File: config.mk
export PLATFORM = sky130hd
export DESIGN_NAME = rv_core
export DESIGN_NICKNAME = d
export VERILOG_FILES = /design/src/source/rv_core_pkg.sv /design/src/source/rv_fwd_if.sv /design/src/source/rv_fetch.sv /design/src/source/rv_decode.sv /design/src/source/rv_execute.sv /design/src/source/rv_core.sv
export VERILOG_INCLUDE_DIRS = /design/src /design/src/source
export SDC_FILE = /design/constraint.sdc
export NUM_CORES = 2
export LEC_CHECK = 0
export ABC_AREA = 1
export BUFFER_PORTS_ARGS = -buffer_cell sky130_fd_sc_hd__buf_2
export CORE_AREA = 2 2 426 428
export CTS_CLUSTER_DIAMETER = 120
export DETAILED_ROUTE_END_ITERATION = 8
export DIE_AREA = 0 0 428 430
export MAX_ROUTING_LAYER = met4
export SLEW_MARGIN = 0
export SYNTH_ARGS = -nofsm -noshare
export SYNTH_HDL_FRONTEND = slang
export SYNTH_SLANG_ARGS = --single-unit
File: constraint.sdc
create_clock -name clk -period 6.5 [get_ports clk]
set_input_delay 1.95 -clock clk [delete_from_list [all_inputs] [get_ports clk]]
set_output_delay 1.95 -clock clk [all_outputs]
set_load 0.01 [all_outputs]
File: src/source/rv_core_defs.svh
// ============================
// rv_core shared constants
// widths, fixed words and opcodes
// ============================
`ifndef RV_CORE_DEFS_SVH
`define RV_CORE_DEFS_SVH

// datapath sizing
`define RV_XLEN      32           // data and address width
`define RV_REG_COUNT 32           // architectural registers
`define RV_REG_AW    5            // register index width
`define RV_PC_STEP   4            // bytes per instruction

// fixed instruction words
`define RV_NOP  32'h0000_0013     // addi x0, x0, 0
`define RV_HALT 32'h0000_0073     // ecall

// ============================
// major opcodes
// ============================
`define RV_OP_REG    7'b0110011   // add sub and or slt sltu
`define RV_OP_IMM    7'b0010011   // addi
`define RV_OP_BRANCH 7'b1100011   // beq
`define RV_OP_JAL    7'b1101111   // jal
`define RV_OP_SYSTEM 7'b1110011   // ecall

`endif

File: src/source/rv_core_pkg.sv
// ============================
// rv_core types
// instruction views, alu ops, decoded controls
// ============================
`include "rv_core_defs.svh"

package rv_core_pkg;

    // register-register layout
    typedef struct packed {
        logic [6:0]             funct7;
        logic [`RV_REG_AW-1:0]  rs2;
        logic [`RV_REG_AW-1:0]  rs1;
        logic [2:0]             funct3;
        logic [`RV_REG_AW-1:0]  rd;
        logic [6:0]             opcode;
    } r_view_t;

    // immediate layout, imm12 overlays funct7 and rs2
    typedef struct packed {
        logic [11:0]            imm12;
        logic [`RV_REG_AW-1:0]  rs1;
        logic [2:0]             funct3;
        logic [`RV_REG_AW-1:0]  rd;
        logic [6:0]             opcode;
    } i_view_t;

    typedef union packed {
        r_view_t r;     // register fields
        i_view_t i;     // addi immediate
    } instr_u;

    typedef enum logic [2:0] {
        alu_add,
        alu_sub,
        alu_and,
        alu_or,
        alu_slt,
        alu_sltu
    } alu_op_e;

    typedef struct packed {
        alu_op_e alu_op;
        logic    use_imm;   // operand b from immediate
        logic    branch;    // beq, taken on zero
        logic    jump;      // jal
        logic    reg_wr;    // retires a register write
        logic    halt;      // ecall
    } ctrl_t;

    // bubble controls, what a NOP decodes to
    localparam ctrl_t ctrl_nop = '{alu_op: alu_add, default: 1'b0};

endpackage

File: src/source/rv_fwd_if.sv
// ============================
// rv_core forwarding bus
// mem and wb destinations back to decode/execute
// ============================
`timescale 1ns/1ps
`include "rv_core_defs.svh"

interface rv_fwd_if;

    // memory stage, one cycle behind execute
    logic                  mem_wr;
    logic [`RV_REG_AW-1:0] mem_rd;
    logic [`RV_XLEN-1:0]   mem_data;   // alu value or pc+4, already selected

    // writeback stage, also the register file write port
    logic                  wb_wr;
    logic [`RV_REG_AW-1:0] wb_rd;
    logic [`RV_XLEN-1:0]   wb_data;

    // execute owns both stage registers
    modport producer (
        output mem_wr, mem_rd, mem_data,
        output wb_wr, wb_rd, wb_data
    );

    // operand bypass in execute
    modport exec (
        input mem_wr, mem_rd, mem_data,
        input wb_wr, wb_rd, wb_data
    );

    // regfile write and write-through in decode
    modport dec (
        input wb_wr, wb_rd, wb_data
    );

endinterface

File: src/source/rv_fetch.sv
// ============================
// rv_core fetch stage
// pc, redirect, IF/ID register
// ============================
`timescale 1ns/1ps
`include "rv_core_defs.svh"

module rv_fetch (
    input  logic                clk,
    input  logic                rst_n,
    input  logic                redirect,   // taken beq/jal from execute
    input  logic [`RV_XLEN-1:0] target,
    input  logic [`RV_XLEN-1:0] imem_data,  // combinational read of imem_addr
    output logic [`RV_XLEN-1:0] imem_addr,
    output rv_core_pkg::instr_u instr_d,
    output logic [`RV_XLEN-1:0] pc_d
);

    logic [`RV_XLEN-1:0] pc;
    logic [`RV_XLEN-1:0] pc_next;
    logic [`RV_XLEN-1:0] instr_f;     // fetched word after flush

    // ============================
    // next pc
    // ============================
    assign pc_next = redirect ? target : pc + `RV_XLEN'(`RV_PC_STEP);

    always_ff @(posedge clk) begin
        if (!rst_n) begin
            pc <= '0;                 // program starts at address 0
        end else begin
            pc <= pc_next;
        end
    end

    assign imem_addr = pc;

    // the word fetched under a taken redirect is on the wrong path
    assign instr_f = redirect ? `RV_NOP : imem_data;

    // ============================
    // IF/ID register
    // ============================
    always_ff @(posedge clk) begin
        if (!rst_n) begin
            instr_d <= `RV_NOP;       // empty pipe decodes as bubble
        end else begin
            instr_d <= instr_f;
        end
    end

    // pc travels with its word into decode
    always_ff @(posedge clk) begin
        pc_d <= pc;
    end

endmodule

File: src/source/rv_decode.sv
// ============================
// rv_core decode stage
// control decode, register file, ID/EX register
// ============================
`timescale 1ns/1ps
`include "rv_core_defs.svh"

module rv_decode (
    input  logic                  clk,
    input  logic                  rst_n,
    input  rv_core_pkg::instr_u   instr_d,
    input  logic [`RV_XLEN-1:0]   pc_d,
    input  logic                  redirect,
    rv_fwd_if.dec                 fwd,
    output rv_core_pkg::ctrl_t    ctrl_e,
    output logic [`RV_XLEN-1:0]   rs1_val_e,
    output logic [`RV_XLEN-1:0]   rs2_val_e,
    output logic [`RV_XLEN-1:0]   imm_e,
    output logic [`RV_REG_AW-1:0] rd_e,
    output logic [`RV_REG_AW-1:0] rs1_e,
    output logic [`RV_REG_AW-1:0] rs2_e,
    output logic [`RV_XLEN-1:0]   pc_e
);

    rv_core_pkg::ctrl_t    ctrl;
    logic [`RV_XLEN-1:0]   imm;
    logic [`RV_XLEN-1:0]   i_imm;
    logic [`RV_XLEN-1:0]   b_imm;
    logic [`RV_XLEN-1:0]   j_imm;
    logic [`RV_REG_AW-1:0] rs1;
    logic [`RV_REG_AW-1:0] rs2;
    logic [`RV_XLEN-1:0]   rs1_val;
    logic [`RV_XLEN-1:0]   rs2_val;
    logic [`RV_XLEN-1:0]   rf [`RV_REG_COUNT];
    logic                  wb_live;   // wb write that targets a real register

    assign rs1 = instr_d.r.rs1;
    assign rs2 = instr_d.r.rs2;

    // ============================
    // immediates
    // ============================
    assign i_imm = {{20{instr_d.i.imm12[11]}}, instr_d.i.imm12};
    // B: imm[12|10:5] in funct7, imm[4:1|11] in the rd slot
    assign b_imm = {{20{instr_d.r.funct7[6]}}, instr_d.r.rd[0],
                    instr_d.r.funct7[5:0], instr_d.r.rd[4:1], 1'b0};
    // J: imm[20|10:1|11] in imm12, imm[19:12] in rs1 and funct3
    assign j_imm = {{12{instr_d.i.imm12[11]}}, instr_d.i.rs1, instr_d.i.funct3,
                    instr_d.i.imm12[0], instr_d.i.imm12[10:1], 1'b0};

    // direct decoder, anything unrecognized is a bubble
    always_comb begin
        ctrl = rv_core_pkg::ctrl_nop;
        imm  = '0;
        case (instr_d.r.opcode)
            `RV_OP_REG: begin
                ctrl.reg_wr = 1'b1;
                case ({instr_d.r.funct7, instr_d.r.funct3})
                    {7'h00, 3'b000}: ctrl.alu_op = rv_core_pkg::alu_add;
                    {7'h20, 3'b000}: ctrl.alu_op = rv_core_pkg::alu_sub;
                    {7'h00, 3'b111}: ctrl.alu_op = rv_core_pkg::alu_and;
                    {7'h00, 3'b110}: ctrl.alu_op = rv_core_pkg::alu_or;
                    {7'h00, 3'b010}: ctrl.alu_op = rv_core_pkg::alu_slt;
                    {7'h00, 3'b011}: ctrl.alu_op = rv_core_pkg::alu_sltu;
                    default:         ctrl = rv_core_pkg::ctrl_nop;   // mul family etc
                endcase
            end
            `RV_OP_IMM: begin
                if (instr_d.i.funct3 == 3'b000) begin   // addi only
                    ctrl.use_imm = 1'b1;
                    ctrl.reg_wr  = 1'b1;
                    imm          = i_imm;
                end
            end
            `RV_OP_BRANCH: begin
                if (instr_d.r.funct3 == 3'b000) begin   // beq, compare by subtract
                    ctrl.alu_op = rv_core_pkg::alu_sub;
                    ctrl.branch = 1'b1;
                    imm         = b_imm;
                end
            end
            `RV_OP_JAL: begin
                ctrl.jump   = 1'b1;
                ctrl.reg_wr = 1'b1;   // link value pc+4
                imm         = j_imm;
            end
            `RV_OP_SYSTEM: ctrl.halt = (instr_d == `RV_HALT);
            default: ;
        endcase
        if (instr_d.r.rd == '0) begin
            ctrl.reg_wr = 1'b0;       // x0 destination retires nothing
        end
    end

    // ============================
    // register file
    // ============================
    assign wb_live = fwd.wb_wr && (fwd.wb_rd != '0);

    always_ff @(posedge clk) begin
        if (!rst_n) begin
            for (int k = 0; k < `RV_REG_COUNT; k++) begin
                rf[k] <= '0;
            end
        end else if (wb_live) begin
            rf[fwd.wb_rd] <= fwd.wb_data;
        end
    end

    // write-through, same-cycle wb result beats the stale entry
    assign rs1_val = (wb_live && fwd.wb_rd == rs1) ? fwd.wb_data : rf[rs1];
    assign rs2_val = (wb_live && fwd.wb_rd == rs2) ? fwd.wb_data : rf[rs2];

    // ============================
    // ID/EX register
    // ============================
    always_ff @(posedge clk) begin
        if (!rst_n || redirect) begin
            ctrl_e <= rv_core_pkg::ctrl_nop;   // squash wrong-path instruction
        end else begin
            ctrl_e <= ctrl;
        end
    end

    always_ff @(posedge clk) begin
        rs1_val_e <= rs1_val;
        rs2_val_e <= rs2_val;
        imm_e     <= imm;
        rd_e      <= instr_d.r.rd;
        rs1_e     <= rs1;
        rs2_e     <= rs2;
        pc_e      <= pc_d;
    end

endmodule

File: src/source/rv_execute.sv
// ============================
// rv_core execute, memory and writeback
// bypass, alu, redirect, EX/MEM and MEM/WB
// ============================
`timescale 1ns/1ps
`include "rv_core_defs.svh"

module rv_execute (
    input  logic                  clk,
    input  logic                  rst_n,
    input  rv_core_pkg::ctrl_t    ctrl_e,
    input  logic [`RV_XLEN-1:0]   rs1_val_e,
    input  logic [`RV_XLEN-1:0]   rs2_val_e,
    input  logic [`RV_XLEN-1:0]   imm_e,
    input  logic [`RV_REG_AW-1:0] rd_e,
    input  logic [`RV_REG_AW-1:0] rs1_e,
    input  logic [`RV_REG_AW-1:0] rs2_e,
    input  logic [`RV_XLEN-1:0]   pc_e,
    output logic                  redirect,
    output logic [`RV_XLEN-1:0]   target,
    rv_fwd_if.producer            fwd,      // drives mem and wb stage state
    rv_fwd_if.exec                fwd_fb,   // same bus, read back for bypass
    output logic                  ohalt
);

    logic [`RV_XLEN-1:0]   op_a;
    logic [`RV_XLEN-1:0]   rs2_fwd;
    logic [`RV_XLEN-1:0]   op_b;
    logic [`RV_XLEN-1:0]   alu_res;
    logic [`RV_XLEN-1:0]   result_e;
    logic                  zero;

    // memory stage
    logic                  mem_wr;
    logic                  mem_halt;
    logic [`RV_REG_AW-1:0] mem_rd;
    logic [`RV_XLEN-1:0]   mem_data;

    // writeback stage
    logic                  wb_wr;
    logic                  wb_halt;
    logic [`RV_REG_AW-1:0] wb_rd;
    logic [`RV_XLEN-1:0]   wb_data;

    // a stage supplies src only if it really writes a nonzero rd
    function automatic logic fwd_hit(input logic wr,
                                     input logic [`RV_REG_AW-1:0] rd,
                                     input logic [`RV_REG_AW-1:0] src);
        return wr && (rd != '0) && (rd == src);
    endfunction

    // ============================
    // operand bypass
    // ============================
    always_comb begin
        if (fwd_hit(fwd_fb.mem_wr, fwd_fb.mem_rd, rs1_e)) begin
            op_a = fwd_fb.mem_data;             // distance 1, youngest wins
        end else if (fwd_hit(fwd_fb.wb_wr, fwd_fb.wb_rd, rs1_e)) begin
            op_a = fwd_fb.wb_data;              // distance 2
        end else begin
            op_a = rs1_val_e;
        end
        if (fwd_hit(fwd_fb.mem_wr, fwd_fb.mem_rd, rs2_e)) begin
            rs2_fwd = fwd_fb.mem_data;
        end else if (fwd_hit(fwd_fb.wb_wr, fwd_fb.wb_rd, rs2_e)) begin
            rs2_fwd = fwd_fb.wb_data;
        end else begin
            rs2_fwd = rs2_val_e;
        end
    end

    assign op_b = ctrl_e.use_imm ? imm_e : rs2_fwd;   // addi

    // ============================
    // alu and redirect
    // ============================
    always_comb begin
        unique case (ctrl_e.alu_op)
            rv_core_pkg::alu_add:  alu_res = op_a + op_b;
            rv_core_pkg::alu_sub:  alu_res = op_a - op_b;
            rv_core_pkg::alu_and:  alu_res = op_a & op_b;
            rv_core_pkg::alu_or:   alu_res = op_a | op_b;
            rv_core_pkg::alu_slt:  alu_res = `RV_XLEN'($signed(op_a) < $signed(op_b));
            rv_core_pkg::alu_sltu: alu_res = `RV_XLEN'(op_a < op_b);
            default:               alu_res = '0;
        endcase
    end

    assign zero     = (alu_res == '0);                      // beq: rs1 - rs2 == 0
    assign redirect = (ctrl_e.branch && zero) || ctrl_e.jump;
    assign target   = pc_e + imm_e;                         // pc-relative, beq and jal

    // writeback select, jal links pc+4
    assign result_e = ctrl_e.jump ? pc_e + `RV_XLEN'(`RV_PC_STEP) : alu_res;

    // ============================
    // EX/MEM and MEM/WB registers
    // ============================
    always_ff @(posedge clk) begin
        if (!rst_n) begin
            mem_wr   <= 1'b0;
            mem_halt <= 1'b0;
            wb_wr    <= 1'b0;
            wb_halt  <= 1'b0;
        end else begin
            mem_wr   <= ctrl_e.reg_wr;
            mem_halt <= ctrl_e.halt;
            wb_wr    <= mem_wr;
            wb_halt  <= mem_halt;
        end
    end

    always_ff @(posedge clk) begin
        mem_rd   <= rd_e;
        mem_data <= result_e;
        wb_rd    <= mem_rd;     // memory stage only passes through
        wb_data  <= mem_data;
    end

    assign fwd.mem_wr   = mem_wr;
    assign fwd.mem_rd   = mem_rd;
    assign fwd.mem_data = mem_data;
    assign fwd.wb_wr    = wb_wr;
    assign fwd.wb_rd    = wb_rd;
    assign fwd.wb_data  = wb_data;

    assign ohalt = wb_halt;     // ecall has reached writeback

endmodule

File: src/source/rv_core.sv
// ============================
// rv_core top
// five-stage RV32I subset, external imem
// ============================
`timescale 1ns/1ps
`include "rv_core_defs.svh"

module rv_core (
    input  logic                  clk,
    input  logic                  rst_n,
    output logic [`RV_XLEN-1:0]   imem_addr,
    input  logic [`RV_XLEN-1:0]   imem_data,   // same-cycle read
    output logic                  wb_en,       // retired result trace
    output logic [`RV_REG_AW-1:0] wb_rd,
    output logic [`RV_XLEN-1:0]   wb_data,
    output logic                  ohalt
);

    logic                  redirect;
    logic [`RV_XLEN-1:0]   target;
    rv_core_pkg::instr_u   instr_d;
    logic [`RV_XLEN-1:0]   pc_d;
    rv_core_pkg::ctrl_t    ctrl_e;
    logic [`RV_XLEN-1:0]   rs1_val_e;
    logic [`RV_XLEN-1:0]   rs2_val_e;
    logic [`RV_XLEN-1:0]   imm_e;
    logic [`RV_REG_AW-1:0] rd_e;
    logic [`RV_REG_AW-1:0] rs1_e;
    logic [`RV_REG_AW-1:0] rs2_e;
    logic [`RV_XLEN-1:0]   pc_e;

    rv_fwd_if fwd ();

    rv_fetch u_fetch (
        .clk, .rst_n, .redirect, .target, .imem_data,
        .imem_addr, .instr_d, .pc_d
    );

    rv_decode u_decode (
        .clk, .rst_n, .instr_d, .pc_d, .redirect,
        .fwd       (fwd.dec),
        .ctrl_e, .rs1_val_e, .rs2_val_e, .imm_e, .rd_e, .rs1_e, .rs2_e, .pc_e
    );

    rv_execute u_execute (
        .clk, .rst_n,
        .ctrl_e, .rs1_val_e, .rs2_val_e, .imm_e, .rd_e, .rs1_e, .rs2_e, .pc_e,
        .redirect, .target,
        .fwd       (fwd.producer),
        .fwd_fb    (fwd.exec),
        .ohalt
    );

    // trace taps the register file write port
    assign wb_en   = fwd.wb_wr;
    assign wb_rd   = fwd.wb_rd;
    assign wb_data = fwd.wb_data;

endmodule

==> results.txt <==
In the synthesized netlist, the cells that appear most often are sky130_fd_sc_hd__nor2_1 (1,951), sky130_fd_sc_hd__nand2_1 (1,102), sky130_fd_sc_hd__edfxtp_1 (1,024). The congestion estimate from routability-driven global placement came to about 0.99. Entering global routing, the biggest net connects between 150 and 200 pins. The clock-pin slew on the worst setup and hold paths is around 0.06 ns. The number of design-rule violations left by the first detailed-router iteration is approximately 11,000.

For this design, the slowest cell found on the critical path is sky130_fd_sc_hd__ha_1. The row count is 156. After routing the design area is 79,000 µm². The most numerous cell type found on the critical path is sky130_fd_sc_hd__nand2_1. Across the routed clock network, the largest skew measured is approximately 0.031 ns.

Summing the areas of all fa, ha and maj instances in the mapped netlist gives about 2.5% of the synthesized area. The placed instance count is 10,600. The number of iterations in the first detailed-routing pass came out at 6.

The synthesized design contains 1,024 enable-type register cells. Setup violations remaining at the end of the flow were counted as 0. In this run the number of cells on the critical path is 28. The width of the die came out at roughly 430 µm. The final cycle utilization of the critical path is a little over nine tenths. The root buffer cell is sky130_fd_sc_hd__clkbuf_16. The total routing usage reported by global routing came out at between 30% and 40%. Summed over all cells, the static leakage comes to approximately 32 nW. The die outline height is 430 µm. The aggregate negative setup slack came out at 0 ns. The headroom to the max-slew limit came out at under 10%.

The transition time at the pin with the least slew margin is about 1.4 ns. The share of the synthesized area in the top cell type came out at roughly 43%. Broken down by cell family, the worst path's largest delay share belongs to simple AND/OR/NAND/NOR gates. Dividing the detail-routed wire length by the instance count gives ~29 µm. The biggest area contributor in the post-synthesis netlist is sky130_fd_sc_hd__edfxtp_1.

Of the post-synthesis cell area, the part taken by muxes is 0%. Once detailed placement completed, the half-perimeter wirelength came to around 190 mm. The category of the most critical setup path is register to register. For this run, asynchronously set or reset flops after synthesis account for 0%. The area growth from synthesis to layout is 10.6%. The port buffer count came out at 104.

The number of buffers and inverters on the critical path is 3. Of all nets on the critical path, the largest fanout is 40. The power density normalized to cell area came out at 311 nW/µm². 105 I/O pins were placed. The non-filler instance count after layout came out at about 11,000. The worst hold-check slack came out at approximately 0.33 ns. The max-cap check violation count came out at 0. The area of placed instances came out at approximately 74,000 µm². Across all layers, the routed design uses 68,100 vias. The share of total power dissipated in sequential elements is 41.7%.

The most frequently used cell type in the post-synthesis netlist is sky130_fd_sc_hd__nor2_1. The remaining antenna violation count after routing is 0. The via density per instance is approximately 6.3. The maximum operating frequency came out at around 160 MHz. TritonCTS built the clock tree. For the worst setup path, the data arrival time is just under 7 ns. The design internal power is around 16 mW. The number of buffers inserted by hold repair at cts is 0. The highest ir drop seen on vdd is between 0.2 and 0.25 mV. The post-layout net count is about 8,500. The routed design could run at a clock period as short as between 6 and 7 ns. The number of synthesized register bits is roughly 1,300. The number of clock buffers added by TritonCTS is ~150. In this run the worst hold path is classified as register to register. The proportion of layout cells with a drive suffix above 1 came out at under 10%. The floorplan step defined a die boundary enclosing between 150,000 and 200,000 µm². After Yosys synthesis, XOR and XNOR cells account for approximately 1.4% of the synthesized area.

Setup repair after global routing left no endpoint under its margin. The clock latency on the worst-skew pair came out at just over 0.8 ns. The final max-slew violation count came to 0. STA classifies the critical path endpoint as a register. The number of failing hold endpoints at the final stage came to 0.

Per report_power, the clock group accounts for 33.9% of the total. The number of antenna violations at the first check in global routing came out at 11. The post-synthesis cell type count came out at 52. The maximum level of the CTS H-tree came out at 4. The critical path data required time is between 7 and 8 ns. The total core area came out at ~180,000 µm². The number of gates given a new drive strength after cts came out at 0.

Among all flip-flop cells after synthesis, the most frequent one is sky130_fd_sc_hd__edfxtp_1. The first global-routing pass estimated approximately 450 mm of wire. The worst hold path stage count came out at 0. The delay of the slowest cell on the worst path is ~0.54 ns. After synthesis, the cell types taking the most area are sky130_fd_sc_hd__edfxtp_1 (43%), sky130_fd_sc_hd__nor2_1 (10%), sky130_fd_sc_hd__dfxtp_1 (8.8%). The worst setup path is launched from a register. The portion of the post-synthesis area used by sequential elements came out at 51.8%. The synthesized-area fraction occupied by ao, oa, aoi and oai cells came out at about 18%. The global route total overflow came out at 0.

The total number of clock tree sinks is about 1,300. The worst reg2reg path depth is 28. After detailed routing, the number of remaining DRC violations is 0. The simple-gate area share of the yosys netlist is 19.5%. After detailed routing, the total wire length is 315 mm.

The mean cell area of the mapped netlist is approximately 8.3 µm². The switching power summed over all nets came out at approximately 9 mW. Once the floorplan was initialized, standard cells occupied roughly two fifths of the core.

The gate count after technology mapping is 8,568. For this run, the number of Yosys warnings is 0. The number of global-route vias before repair came to roughly 65,000. The switching share of power came out at between 30% and 40%.

The post-synthesis instance area came out at between 70,000 and 80,000 µm². The core utilization of the finished layout came out at 44.0%. In this run the deepest clock path goes through 3 buffers.

The run finished with clean final reports. The share of total power dissipated in combinational logic is around a quarter. The largest family of logic cells by synthesized area is simple AND/OR/NAND/NOR gates.
[flip-flops by register name, summed over array words and instances, names as in the netlist, 32 cells and up]
signal	count
u_decode.rf	1024
u_decode.pc_e	32
u_decode.rs1_val_e	32
u_decode.rs2_val_e	32
u_execute.fwd.mem_data	32
u_execute.fwd.wb_data	32
u_fetch.imem_addr	32
u_fetch.instr_d	32
u_fetch.pc_d	32
[timing repair]
item                                    in CTS  in global routing
setup buffers                                0                  3
endpoints found under the hold margin        0                  0
endpoints found under the setup margin       0                 66
[metal layers]
| metal | up-vias | GRT usage, % | share of wire (%) |
|---|---|---|---|
| met5 | - | - | 0 |
| met4 | 0 | 18.5 | 6.1 |
| met3 | 1059 | 8.92 | 13 |
| met2 | 4983 | 50.0 | 44 |
| met1 | 32800 | 42.3 | 37 |
| li1 | 29200 | - | - |
[logic make-up after synthesis]
logic type	after synthesis
buffers and inverters	1185
DFF	1338
and+or+nand+nor	3518
adders and majority gates	139
xor gates and xnor gates	112
other	1
AOI/OAI and AO/OA	2275
[path summary, 6_finish.rpt]
check | end | slack [ns] | start
worst max-delay path | u_decode.ctrl_e[2]$_SDFF_PP0_ | 0.31 | u_execute.fwd.wb_rd[3]$_DFF_P_
worst min-delay path | u_decode.pc_e[26]$_DFF_P_ | 0.33 | u_fetch.pc_d[26]$_DFF_P_
worst max register to register | u_decode.ctrl_e[2]$_SDFF_PP0_ | 0.31 | u_execute.fwd.wb_rd[3]$_DFF_P_
worst min register to register | u_decode.pc_e[26]$_DFF_P_ | 0.33 | u_fetch.pc_d[26]$_DFF_P_
[cells in the final DEF, fill, tap and decap left out, drive strengths merged, types with 2 or more instances in the layout]
cell / n
diode: 7
a31oi: 4
o22ai: 330
nor4: 18
o21ai: 933
o32ai: 7
bufinv: 6
buf: 299
a21oi: 626
o221ai: 293
clkinv: 84
o211ai: 42
conb: 32
fa: 3
a21o: 4
clkbuf: 202
dfxtp: 314
o21a: 14
nand4: 31
or2: 3
or4: 2
nand2: 1104
edfxtp: 1024
nor2: 1960
ha: 136
nand3b: 16
inv: 455
and2: 5
xnor2: 35
a21boi: 3
xor2: 77
nor3: 41
clkinvlp: 6
nand3: 336
o21bai: 14
[area by class of cell]
| cell class | count | area, µm² |
|---|---|---|
| timing repair buffer | 299 | 2210 |
| multi-input combinational | 6076 | 30200 |
| clock buffer | 202 | 4160 |
| sequential | 1338 | 37100 |
| inverter | 485 | 1860 |
| tap | 2370 | 2970 |
| antenna | 7 | 17.5 |
| fill | 17300 | 101000 |
| clock inverter | 66 | 558 |
[metrics by stage]
stage | worst slack, ns | power, mW
after global routing | 0.0395 | 25.2
after global placement | 0.460 | 16.1
after detailed placement | 0.464 | 16.1
after floorplan | 1.83 | 13.4
after CTS | 0.454 | 24.3
final | 0.309 | 24.6
[power groups by stage]
stage | sequential [mW] | combinational, mW | clock (mW)
global placement | 10.4 | 5.73 | 0
finish | 10.2 | 6.00 | 8.33
CTS | 10.2 | 5.74 | 8.35
floorplan | 10.1 | 3.25 | 0
detailed placement | 10.4 | 5.72 | 0
global route | 10.3 | 6.27 | 8.69
Note: power is estimated with default switching activity, not from simulation.
